[config.mk]
export PLATFORM = sky130hd
export DESIGN_NAME = prbs_emu_top
export DESIGN_NICKNAME = d
export VERILOG_FILES = /design/src/csr_pkg.sv /design/src/prbs_pkg.sv /design/src/prbs_emu_top.sv /design/src/prbs_lane_check.sv /design/src/sample_fifo.sv /design/src/prbs_lane_gen.sv /design/src/prbs_csr.sv
export VERILOG_INCLUDE_DIRS = /design/src /design/src/src
export SDC_FILE = /design/constraint.sdc
export NUM_CORES = 2
export LEC_CHECK = 0
export BUFFER_PORTS_ARGS = -buffer_cell sky130_fd_sc_hd__buf_4
export CORE_MARGIN = 2
export CORE_UTILIZATION = 40
export CTS_CLUSTER_SIZE = 40
export DETAILED_ROUTE_END_ITERATION = 10
export PLACE_DENSITY = 0.66
export SLEW_MARGIN = 20
export SYNTH_ARGS = -nofsm -noshare
export SYNTH_HDL_FRONTEND = slang
export SYNTH_SLANG_ARGS = --single-unit
[constraint.sdc]
create_clock -name emu_clk -period 29.9 [get_ports emu_clk]
set_clock_uncertainty 0.2 [all_clocks]
set_input_delay 5.98 -clock emu_clk [delete_from_list [all_inputs] [get_ports emu_clk]]
set_output_delay 5.98 -clock emu_clk [all_outputs]
set_load 0.05 [all_outputs]
[src/prbs_consts.svh]
`ifndef PRBS_CONSTS_SVH
`define PRBS_CONSTS_SVH

// Lane count, also the width of one lane word
`define PRBS_NUM_LANES 16

// LFSR length and polynomial width
`define PRBS_WIDTH 32

// Chunks per word period; the reset gap is one more than this
`define PRBS_NUM_CHUNKS 4

// Words buffered between producer and checker
`define PRBS_FIFO_DEPTH 8

// Lanes the checker handles in one cycle
`define PRBS_LANES_PER_CYC 4

`endif
[src/csr_pkg.sv]
`default_nettype none

package csr_pkg;

    ////////////////////////////////////////////////////////////////////////////
    // Wishbone side
    ////////////////////////////////////////////////////////////////////////////

    typedef logic [31:0] csr_data_t;

    // Byte address
    typedef logic [7:0] csr_addr_t;

    // Register map
    localparam csr_addr_t CSR_CTRL  = 8'h00;
    localparam csr_addr_t CSR_EQN   = 8'h04;
    localparam csr_addr_t CSR_INJ   = 8'h08;
    localparam csr_addr_t CSR_ERRS  = 8'h0C;
    localparam csr_addr_t CSR_WORDS = 8'h10;
    localparam csr_addr_t CSR_LOCK  = 8'h14;

    // CTRL fields
    localparam int CTRL_EN_BIT  = 0;
    localparam int CTRL_CLR_BIT = 1;
    localparam int CTRL_GAP_LSB = 4;

endpackage

`default_nettype wire

[src/prbs_pkg.sv]
`default_nettype none

`include "prbs_consts.svh"

package prbs_pkg;

    ////////////////////////////////////////////////////////////////////////////
    // Datapath types
    ////////////////////////////////////////////////////////////////////////////

    // One bit per lane
    typedef logic [`PRBS_NUM_LANES-1:0] lane_word_t;

    // LFSR tap mask
    typedef logic [`PRBS_WIDTH-1:0] prbs_eqn_t;

    // Generator state and checker history, one per lane
    typedef logic [`PRBS_WIDTH-1:0] lfsr_t;

    typedef logic [$clog2(`PRBS_NUM_LANES)-1:0] lane_idx_t;

    // Error and word counters
    typedef logic [31:0] count_t;

    // Cycles between words, minus one
    typedef logic [3:0] gap_t;

endpackage

`default_nettype wire

[src/prbs_emu_top.sv]
`timescale 1ns/1ps
`default_nettype none

module prbs_emu_top import prbs_pkg::*, csr_pkg::*; (
    input  logic      emu_clk,
    input  logic      emu_rst,
    input  logic      wb_cyc_i,
    input  logic      wb_stb_i,
    input  logic      wb_we_i,
    input  csr_addr_t wb_adr_i,
    input  csr_data_t wb_dat_i,
    output csr_data_t wb_dat_o,
    output logic      wb_ack_o
);

    // Configuration from the register block
    logic       enable;
    gap_t       gap;
    prbs_eqn_t  eqn;
    logic       inj;
    lane_idx_t  inj_lane;
    logic       clear;

    // Producer, FIFO and checker handshakes
    logic       push;
    lane_word_t gen_word;
    logic       full;
    lane_word_t head_word;
    logic       empty;
    logic       pop;

    // Status back to software
    count_t     err_cnt;
    count_t     word_cnt;
    lane_word_t lock;

    prbs_csr csr_i (
        .emu_clk    (emu_clk),
        .emu_rst    (emu_rst),
        .wb_cyc_i   (wb_cyc_i),
        .wb_stb_i   (wb_stb_i),
        .wb_we_i    (wb_we_i),
        .wb_adr_i   (wb_adr_i),
        .wb_dat_i   (wb_dat_i),
        .wb_dat_o   (wb_dat_o),
        .wb_ack_o   (wb_ack_o),
        .err_cnt_i  (err_cnt),
        .word_cnt_i (word_cnt),
        .lock_i     (lock),
        .enable_o   (enable),
        .gap_o      (gap),
        .eqn_o      (eqn),
        .inj_o      (inj),
        .inj_lane_o (inj_lane),
        .clear_o    (clear)
    );

    prbs_lane_gen gen_i (
        .emu_clk    (emu_clk),
        .emu_rst    (emu_rst),
        .enable_i   (enable),
        .gap_i      (gap),
        .eqn_i      (eqn),
        .inj_i      (inj),
        .inj_lane_i (inj_lane),
        .full_i     (full),
        .push_o     (push),
        .word_o     (gen_word)
    );

    sample_fifo fifo_i (
        .emu_clk (emu_clk),
        .emu_rst (emu_rst),
        .push_i  (push),
        .data_i  (gen_word),
        .pop_i   (pop),
        .data_o  (head_word),
        .full_o  (full),
        .empty_o (empty)
    );

    prbs_lane_check check_i (
        .emu_clk    (emu_clk),
        .emu_rst    (emu_rst),
        .eqn_i      (eqn),
        .clear_i    (clear),
        .empty_i    (empty),
        .data_i     (head_word),
        .pop_o      (pop),
        .err_cnt_o  (err_cnt),
        .word_cnt_o (word_cnt),
        .lock_o     (lock)
    );

endmodule

`default_nettype wire

[src/prbs_lane_check.sv]
`timescale 1ns/1ps
`default_nettype none

`include "prbs_consts.svh"

module prbs_lane_check import prbs_pkg::*; (
    input  logic       emu_clk,
    input  logic       emu_rst,
    input  prbs_eqn_t  eqn_i,
    input  logic       clear_i,
    input  logic       empty_i,
    input  lane_word_t data_i,
    output logic       pop_o,
    output count_t     err_cnt_o,
    output count_t     word_cnt_o,
    output lane_word_t lock_o
);

    localparam int LPC        = `PRBS_LANES_PER_CYC;
    localparam int NUM_GROUPS = `PRBS_NUM_LANES / LPC;
    localparam int GRP_W      = (NUM_GROUPS > 1) ? $clog2(NUM_GROUPS) : 1;
    // Group step at which the first group takes its 32nd bit
    localparam int LOCK_STEPS = (`PRBS_WIDTH - 1) * NUM_GROUPS;
    localparam int SEEN_W     = $clog2(LOCK_STEPS + 1);

    lfsr_t             hist_q [`PRBS_NUM_LANES];
    logic [GRP_W-1:0]  grp_q;
    // Group steps since reset or clear
    logic [SEEN_W-1:0] seen_q;
    lane_word_t        lock_q;
    count_t            err_q;
    count_t            words_q;
    logic              active;
    logic              last_grp;
    logic              seen_full;
    logic [LPC-1:0]    miss;
    count_t            miss_cnt;

    assign active    = ~empty_i;
    assign last_grp  = (grp_q == GRP_W'(NUM_GROUPS - 1));
    assign seen_full = (seen_q == SEEN_W'(LOCK_STEPS));
    assign pop_o     = active & last_grp;

    // Predict each lane from its own received history
    always_comb begin
        int lane;
        miss_cnt = '0;
        for (int j = 0; j < LPC; j++) begin
            lane     = int'(grp_q) * LPC + j;
            miss[j]  = lock_q[lane] & ((^(hist_q[lane] & eqn_i)) ^ data_i[lane]);
            miss_cnt = miss_cnt + count_t'(miss[j]);
        end
    end

    always_ff @(posedge emu_clk) begin
        if (active) begin
            for (int j = 0; j < LPC; j++) begin
                hist_q[int'(grp_q) * LPC + j] <=
                    {hist_q[int'(grp_q) * LPC + j][`PRBS_WIDTH-2:0],
                     data_i[int'(grp_q) * LPC + j]};
            end
        end
    end

    ////////////////////////////////////////////////////////////////////////////
    // Group walk, lock and counters
    ////////////////////////////////////////////////////////////////////////////

    always_ff @(posedge emu_clk) begin
        if (emu_rst) begin
            grp_q   <= '0;
            seen_q  <= '0;
            lock_q  <= '0;
            err_q   <= '0;
            words_q <= '0;
        end else begin
            // Group walk is kept on clear so no lane sees a bit twice
            if (active) begin
                grp_q <= last_grp ? '0 : grp_q + 1'b1;
            end
            if (clear_i) begin
                seen_q  <= '0;
                lock_q  <= '0;
                err_q   <= '0;
                words_q <= '0;
            end else if (active) begin
                err_q <= err_q + miss_cnt;
                // From here on each group in turn takes its 32nd bit
                if (seen_full) begin
                    for (int j = 0; j < LPC; j++) begin
                        lock_q[int'(grp_q) * LPC + j] <= 1'b1;
                    end
                end else begin
                    seen_q <= seen_q + 1'b1;
                end
                if (last_grp) begin
                    words_q <= words_q + 1'b1;
                end
            end
        end
    end

    assign err_cnt_o  = err_q;
    assign word_cnt_o = words_q;
    assign lock_o     = lock_q;

endmodule

`default_nettype wire

[src/sample_fifo.sv]
`timescale 1ns/1ps
`default_nettype none

`include "prbs_consts.svh"

module sample_fifo import prbs_pkg::*; (
    input  logic       emu_clk,
    input  logic       emu_rst,
    input  logic       push_i,
    input  lane_word_t data_i,
    input  logic       pop_i,
    output lane_word_t data_o,
    output logic       full_o,
    output logic       empty_o
);

    localparam int DEPTH = `PRBS_FIFO_DEPTH;
    localparam int PTR_W = $clog2(DEPTH);
    localparam int CNT_W = PTR_W + 1;

    lane_word_t       mem_q [DEPTH];
    logic [PTR_W-1:0] wr_ptr_q;
    logic [PTR_W-1:0] rd_ptr_q;
    logic [CNT_W-1:0] count_q;
    logic             do_push;
    logic             do_pop;

    assign do_push = push_i & ~full_o;
    assign do_pop  = pop_i & ~empty_o;
    assign full_o  = (count_q == CNT_W'(DEPTH));
    assign empty_o = (count_q == '0);
    assign data_o  = mem_q[rd_ptr_q];

    always_ff @(posedge emu_clk) begin
        if (emu_rst) begin
            wr_ptr_q <= '0;
            rd_ptr_q <= '0;
            count_q  <= '0;
        end else begin
            if (do_push) begin
                wr_ptr_q <= (wr_ptr_q == PTR_W'(DEPTH - 1)) ? '0 : wr_ptr_q + 1'b1;
            end
            if (do_pop) begin
                rd_ptr_q <= (rd_ptr_q == PTR_W'(DEPTH - 1)) ? '0 : rd_ptr_q + 1'b1;
            end
            // Simultaneous push and pop leave the count alone
            if (do_push && !do_pop) begin
                count_q <= count_q + 1'b1;
            end else if (do_pop && !do_push) begin
                count_q <= count_q - 1'b1;
            end
        end
    end

    always_ff @(posedge emu_clk) begin
        if (do_push) begin
            mem_q[wr_ptr_q] <= data_i;
        end
    end

endmodule

`default_nettype wire

[src/prbs_lane_gen.sv]
`timescale 1ns/1ps
`default_nettype none

`include "prbs_consts.svh"

module prbs_lane_gen import prbs_pkg::*; (
    input  logic       emu_clk,
    input  logic       emu_rst,
    input  logic       enable_i,
    input  gap_t       gap_i,
    input  prbs_eqn_t  eqn_i,
    input  logic       inj_i,
    input  lane_idx_t  inj_lane_i,
    input  logic       full_i,
    output logic       push_o,
    output lane_word_t word_o
);

    gap_t       cnt_q;
    logic       pend_q;
    logic       inj_pend_q;
    lane_idx_t  inj_lane_q;
    logic       term;
    logic       due;
    lfsr_t      lfsr_q [`PRBS_NUM_LANES];
    lane_word_t next_bits;
    lane_word_t inj_mask;

    // Feedback bit of each lane is also its output bit
    always_comb begin
        for (int i = 0; i < `PRBS_NUM_LANES; i++) begin
            next_bits[i] = ^(lfsr_q[i] & eqn_i);
        end
    end

    assign inj_mask = inj_pend_q ? (lane_word_t'(1) << inj_lane_q) : '0;
    assign word_o   = next_bits ^ inj_mask;

    // >= so a gap lowered below the count still wraps at once
    assign term   = (cnt_q >= gap_i);
    assign due    = pend_q | (enable_i & term);
    assign push_o = due & ~full_i;

    ////////////////////////////////////////////////////////////////////////////
    // Cadence and stall
    ////////////////////////////////////////////////////////////////////////////

    always_ff @(posedge emu_clk) begin
        if (emu_rst) begin
            cnt_q      <= '0;
            pend_q     <= 1'b0;
            inj_pend_q <= 1'b0;
        end else begin
            // Counter parks while a stalled word waits
            if (enable_i && !pend_q) begin
                cnt_q <= term ? '0 : cnt_q + 1'b1;
            end
            pend_q <= due & full_i;
            if (inj_i) begin
                inj_pend_q <= 1'b1;
            end else if (push_o) begin
                inj_pend_q <= 1'b0;
            end
        end
    end

    always_ff @(posedge emu_clk) begin
        if (inj_i) begin
            inj_lane_q <= inj_lane_i;
        end
    end

    // Seeds are lane index plus one; state moves only on a push
    always_ff @(posedge emu_clk) begin
        if (emu_rst) begin
            for (int i = 0; i < `PRBS_NUM_LANES; i++) begin
                lfsr_q[i] <= lfsr_t'(i + 1);
            end
        end else if (push_o) begin
            for (int i = 0; i < `PRBS_NUM_LANES; i++) begin
                lfsr_q[i] <= {lfsr_q[i][`PRBS_WIDTH-2:0], next_bits[i]};
            end
        end
    end

endmodule

`default_nettype wire

[src/prbs_csr.sv]
`timescale 1ns/1ps
`default_nettype none

`include "prbs_consts.svh"

module prbs_csr import prbs_pkg::*, csr_pkg::*; (
    input  logic       emu_clk,
    input  logic       emu_rst,
    input  logic       wb_cyc_i,
    input  logic       wb_stb_i,
    input  logic       wb_we_i,
    input  csr_addr_t  wb_adr_i,
    input  csr_data_t  wb_dat_i,
    output csr_data_t  wb_dat_o,
    output logic       wb_ack_o,
    input  count_t     err_cnt_i,
    input  count_t     word_cnt_i,
    input  lane_word_t lock_i,
    output logic       enable_o,
    output gap_t       gap_o,
    output prbs_eqn_t  eqn_o,
    output logic       inj_o,
    output lane_idx_t  inj_lane_o,
    output logic       clear_o
);

    localparam gap_t      GAP_RESET = gap_t'(`PRBS_NUM_CHUNKS + 1);
    localparam prbs_eqn_t EQN_RESET = 32'h8020_0003;

    logic      ack_q;
    logic      req;
    logic      wr_ctrl;
    logic      wr_eqn;
    logic      wr_inj;
    csr_data_t rd_data;
    csr_data_t dat_q;
    logic      enable_q;
    gap_t      gap_q;
    prbs_eqn_t eqn_q;
    logic      inj_q;
    lane_idx_t inj_lane_q;
    logic      clear_q;

    // New cycle seen while ack is still low
    assign req     = wb_cyc_i & wb_stb_i & ~ack_q;
    assign wr_ctrl = req & wb_we_i & (wb_adr_i == CSR_CTRL);
    assign wr_eqn  = req & wb_we_i & (wb_adr_i == CSR_EQN);
    assign wr_inj  = req & wb_we_i & (wb_adr_i == CSR_INJ);

    // Read mux; INJ and unmapped offsets read back zero
    always_comb begin
        rd_data = '0;
        case (wb_adr_i)
            CSR_CTRL: begin
                rd_data[CTRL_EN_BIT] = enable_q;
                rd_data[CTRL_GAP_LSB +: $bits(gap_t)] = gap_q;
            end
            CSR_EQN:   rd_data = eqn_q;
            CSR_ERRS:  rd_data = err_cnt_i;
            CSR_WORDS: rd_data = word_cnt_i;
            CSR_LOCK:  rd_data = csr_data_t'(lock_i);
            default:   rd_data = '0;
        endcase
    end

    always_ff @(posedge emu_clk) begin
        if (emu_rst) begin
            ack_q    <= 1'b0;
            enable_q <= 1'b0;
            gap_q    <= GAP_RESET;
            eqn_q    <= EQN_RESET;
            inj_q    <= 1'b0;
            clear_q  <= 1'b0;
        end else begin
            ack_q   <= req;
            inj_q   <= wr_inj;
            // Clear bit is a strobe, it never stays set
            clear_q <= wr_ctrl & wb_dat_i[CTRL_CLR_BIT];
            if (wr_ctrl) begin
                enable_q <= wb_dat_i[CTRL_EN_BIT];
                gap_q    <= wb_dat_i[CTRL_GAP_LSB +: $bits(gap_t)];
            end
            if (wr_eqn) begin
                eqn_q <= wb_dat_i;
            end
        end
    end

    always_ff @(posedge emu_clk) begin
        if (req) begin
            dat_q <= rd_data;
        end
        if (wr_inj) begin
            inj_lane_q <= wb_dat_i[$bits(lane_idx_t)-1:0];
        end
    end

    assign wb_ack_o   = ack_q;
    assign wb_dat_o   = dat_q;
    assign enable_o   = enable_q;
    assign gap_o      = gap_q;
    assign eqn_o      = eqn_q;
    assign inj_o      = inj_q;
    assign inj_lane_o = inj_lane_q;
    assign clear_o    = clear_q;

endmodule

`default_nettype wire

==> flow_summary.json <==
{
  "htreeDepth": 4,
  "hpwl_mm": 85.8,
  "tightest_slew_ns": 1.27,
  "std_cell_rows": 140,
  "clock_sinks": 1342,
  "rsz0062_at_grt": "false",
  "synth-edff-count": 1192,
  "p_leak_nw": 22.2,
  "seq_power_share_pct": 53.1,
  "fin_tns_setup_ns": 0,
  "avgSynthCellArea_sq_um": 13.9,
  "r2r_cells": 21,
  "holdPathStages": 0,
  "power_frac_clock_pct": 44.4,
  "die_w_um": 387,
  "yosysUniqueCellTypes": 50,
  "dp.cells": 6053,
  "final_cells": 6311,
  "clockBufferDepth": 3,
  "power.internal_w": 0.00310,
  "fmax_mhz": 106,
  "clk_pin_slew_ns": 0.06,
  "gr-usage-all-layers_pct": 19.7,
  "fp.dieH_um": 387,
  "antenna_found_initial": 11,
  "ys_seq_area_share_pct": 66.0,
  "clk_latency_ns": 0.79,
  "gp_congestion": 0.796,
  "synth_top_area_share_pct": 60.9,
  "synth_area_sq_um": 58800,
  "hold_path_class": "reg -> reg",
  "cts_hold_buf": 0,
  "die_area_sq_um": 150000,
  "ctsRootBufferMaster": "clkbuf_16",
  "drv_cap": 0,
  "core_area_sq_um": 146000,
  "worstPathArrival_ns": 9.58,
  "grt_pass1_wl_mm": 218,
  "worstPathRequired_ns": 30.09,
  "async_flop_share_pct": 0,
  "cts_tree": "built",
  "via_count": 34038,
  "synthesis.nets": 4289,
  "min_period_over_period_pct": 31.4,
  "end_kind": "register",
  "swShare_pct": 21.1,
  "setup_viol": 0,
  "yosysWarnings": 0,
  "ys_ff_latch": 1342,
  "path_class": "in -> reg",
  "p_sw_w": 0.000828,
  "io_pins": 78,
  "syn_inst": 4217,
  "syn2layout_area_growth_pct": 12.4,
  "drc": 0,
  "final_max_slew_viol_count": 0,
  "grt_pass1_vias": 33053,
  "place.port_buffers": 77,
  "viasPerCell": 5.39,
  "cts_resized": 0,
  "grt_max_degree": 191,
  "p_per_area_nw_per_um2": 59.4,
  "gr-total-overflow": 0,
  "post-route-min-period_ns": 9.39,
  "hold_viol": 0,
  "cp-start-kind": "input pin",
  "synth.area.top_cells": "edfxtp_1 61%, xnor2_1 7.1%, mux4_2 5.8%",
  "pwr-share-comb_pct": 2.6,
  "yosysTopAreaCell": "edfxtp_1",
  "drive_above_1_share_pct": 13.0,
  "max_slew_margin_pct": 14.7,
  "wl_per_cell_um": 23.6,
  "drt-total-wl_mm": 149,
  "status": "finished clean",
  "ir_drop_uv": 58.7,
  "initial_core_util_pct": 40.3,
  "drt_iter0_drc": 3753,
  "cts_setup_buffers": 0,
  "crit_fanout": 92,
  "dr.pass1.iters": 7,
  "synth-main-ff-cell": "edfxtp_1",
  "drtAntennaViolNets": 0,
  "nets": 4354,
  "numCtsBuffers": 143
}
registers in the layout, summed over array words and instances, names as in the netlist, 2 cells and up, named ones only:
name,flops
csr_i.wb_dat_o,32
check_i.hist_q,512
fifo_i.mem_q,128
gen_i.cnt_q,4
check_i.seen_q,7
check_i.err_cnt_o,32
fifo_i.count_q,4
csr_i.eqn_o,32
fifo_i.wr_ptr_q,3
check_i.lock_o,16
check_i.word_cnt_o,32
fifo_i.rd_ptr_q,3
csr_i.gap_o,4
gen_i.inj_lane_q,4
gen_i.lfsr_q,512
csr_i.inj_lane_o,4
check_i.grp_q,2
logic make-up after synthesis:
group	synth area share, %
multiplexers	6.81
adder cells (fa/ha/maj)	0.613
XOR/XNOR	10.5
flip-flops	66.0
AO/OA/AOI/OAI	1.47
AND/OR/NAND/NOR	12.7
buffers and inverters	1.94
metrics by stage:
stage | hold slack [ns] | total power (W) | setup slack, ns | cell area [sq um] | util (%)
global route | 0.232 | 0.00404 | 20.29 | 66100 | 45.3
detailed placement | 0.207 | 0.00222 | 19.75 | 61500 | 42.2
finish | 0.219 | 0.00393 | 20.51 | 66100 | 45.3
CTS | 0.221 | 0.00396 | 20.58 | 66000 | 45.3
global placement | 0.206 | 0.00222 | 19.82 | 61500 | 42.2
floorplan | 0.200 | 0.00220 | 11.16 | 58800 | -
per-layer routing:
layer  vias up  track usage, %  routed length (um)
met5         -               0                  45
met4         6            5.69                4130
met3       236            4.57               13700
met2      1283            30.0               67600
met1     17351            28.1               63600
li1      15162               -                   -
power by group through the flow:
stage	sequential, W	combinational (W)	clock, W
6_report	0.00208	0.000101	0.00174
4_1_cts	0.00208	0.000101	0.00177
5_1_grt	0.00209	0.000109	0.00184
3_3_place_gp	0.00212	0.0000985	0
3_5_place_dp	0.00212	0.000100	0
2_1_floorplan	0.00214	0.0000584	0
path summary, 6_finish.rpt:
check                            from                    end  slack (ns)
setup / recovery              emu_rst   gen_i.lfsr_q[0][361]       20.51
hold / removal    csr_i.inj_lane_o[0]    gen_i.inj_lane_q[0]        0.22
setup reg to reg     check_i.grp_q[1]  check_i.err_cnt_o[28]       22.61
hold reg to reg   csr_i.inj_lane_o[0]    gen_i.inj_lane_q[0]        0.22
cells in the mapped netlist, drive strengths merged (7+ instances only):
| library cell | count |
|---|---|
| and2 | 16 |
| or3 | 26 |
| ha | 24 |
| nand2 | 790 |
| buf | 36 |
| nor3 | 17 |
| mux4 | 166 |
| a22oi | 28 |
| and4 | 7 |
| dfxtp | 150 |
| clkbuf | 192 |
| or2 | 16 |
| nand2b | 7 |
| and3 | 308 |
| nor2b | 178 |
| mux2i | 21 |
| o21ai | 11 |
| nand3 | 27 |
| a21oi | 57 |
| xnor2 | 479 |
| xor2 | 215 |
| nor2 | 142 |
| nand4 | 15 |
| edfxtp | 1192 |
| a222oi | 20 |
| inv | 35 |
critical path: stages:
cell and delay [ns]:
clkbuf_8 0.43, inv_6 0.36, nand2_4 0.75, buf_4 0.88, buf_4 0.92
layout make-up:
cell class              count  area [sq um]
inverters                  36           150
clock buffers             188          3910
fillers                 12893         79700
clock inverters            67           652
diodes                      2          5.00
flip-flops and latches   1342         38800
repair buffers            149          1150
multi-input cells        2610         19000
well taps                1917          2400
layout by cell type, fill, tap and decap left out, drive strengths merged, types with 142 or more instances in the layout:
cell type / n
nor2b: 178
buf: 148
nand2: 790
xor2: 215
edfxtp: 1192
mux4: 166
clkbuf: 189
xnor2: 479
nor2: 142
and3: 308
dfxtp: 150
No activity file was read; power rests on OpenSTA's default activity.
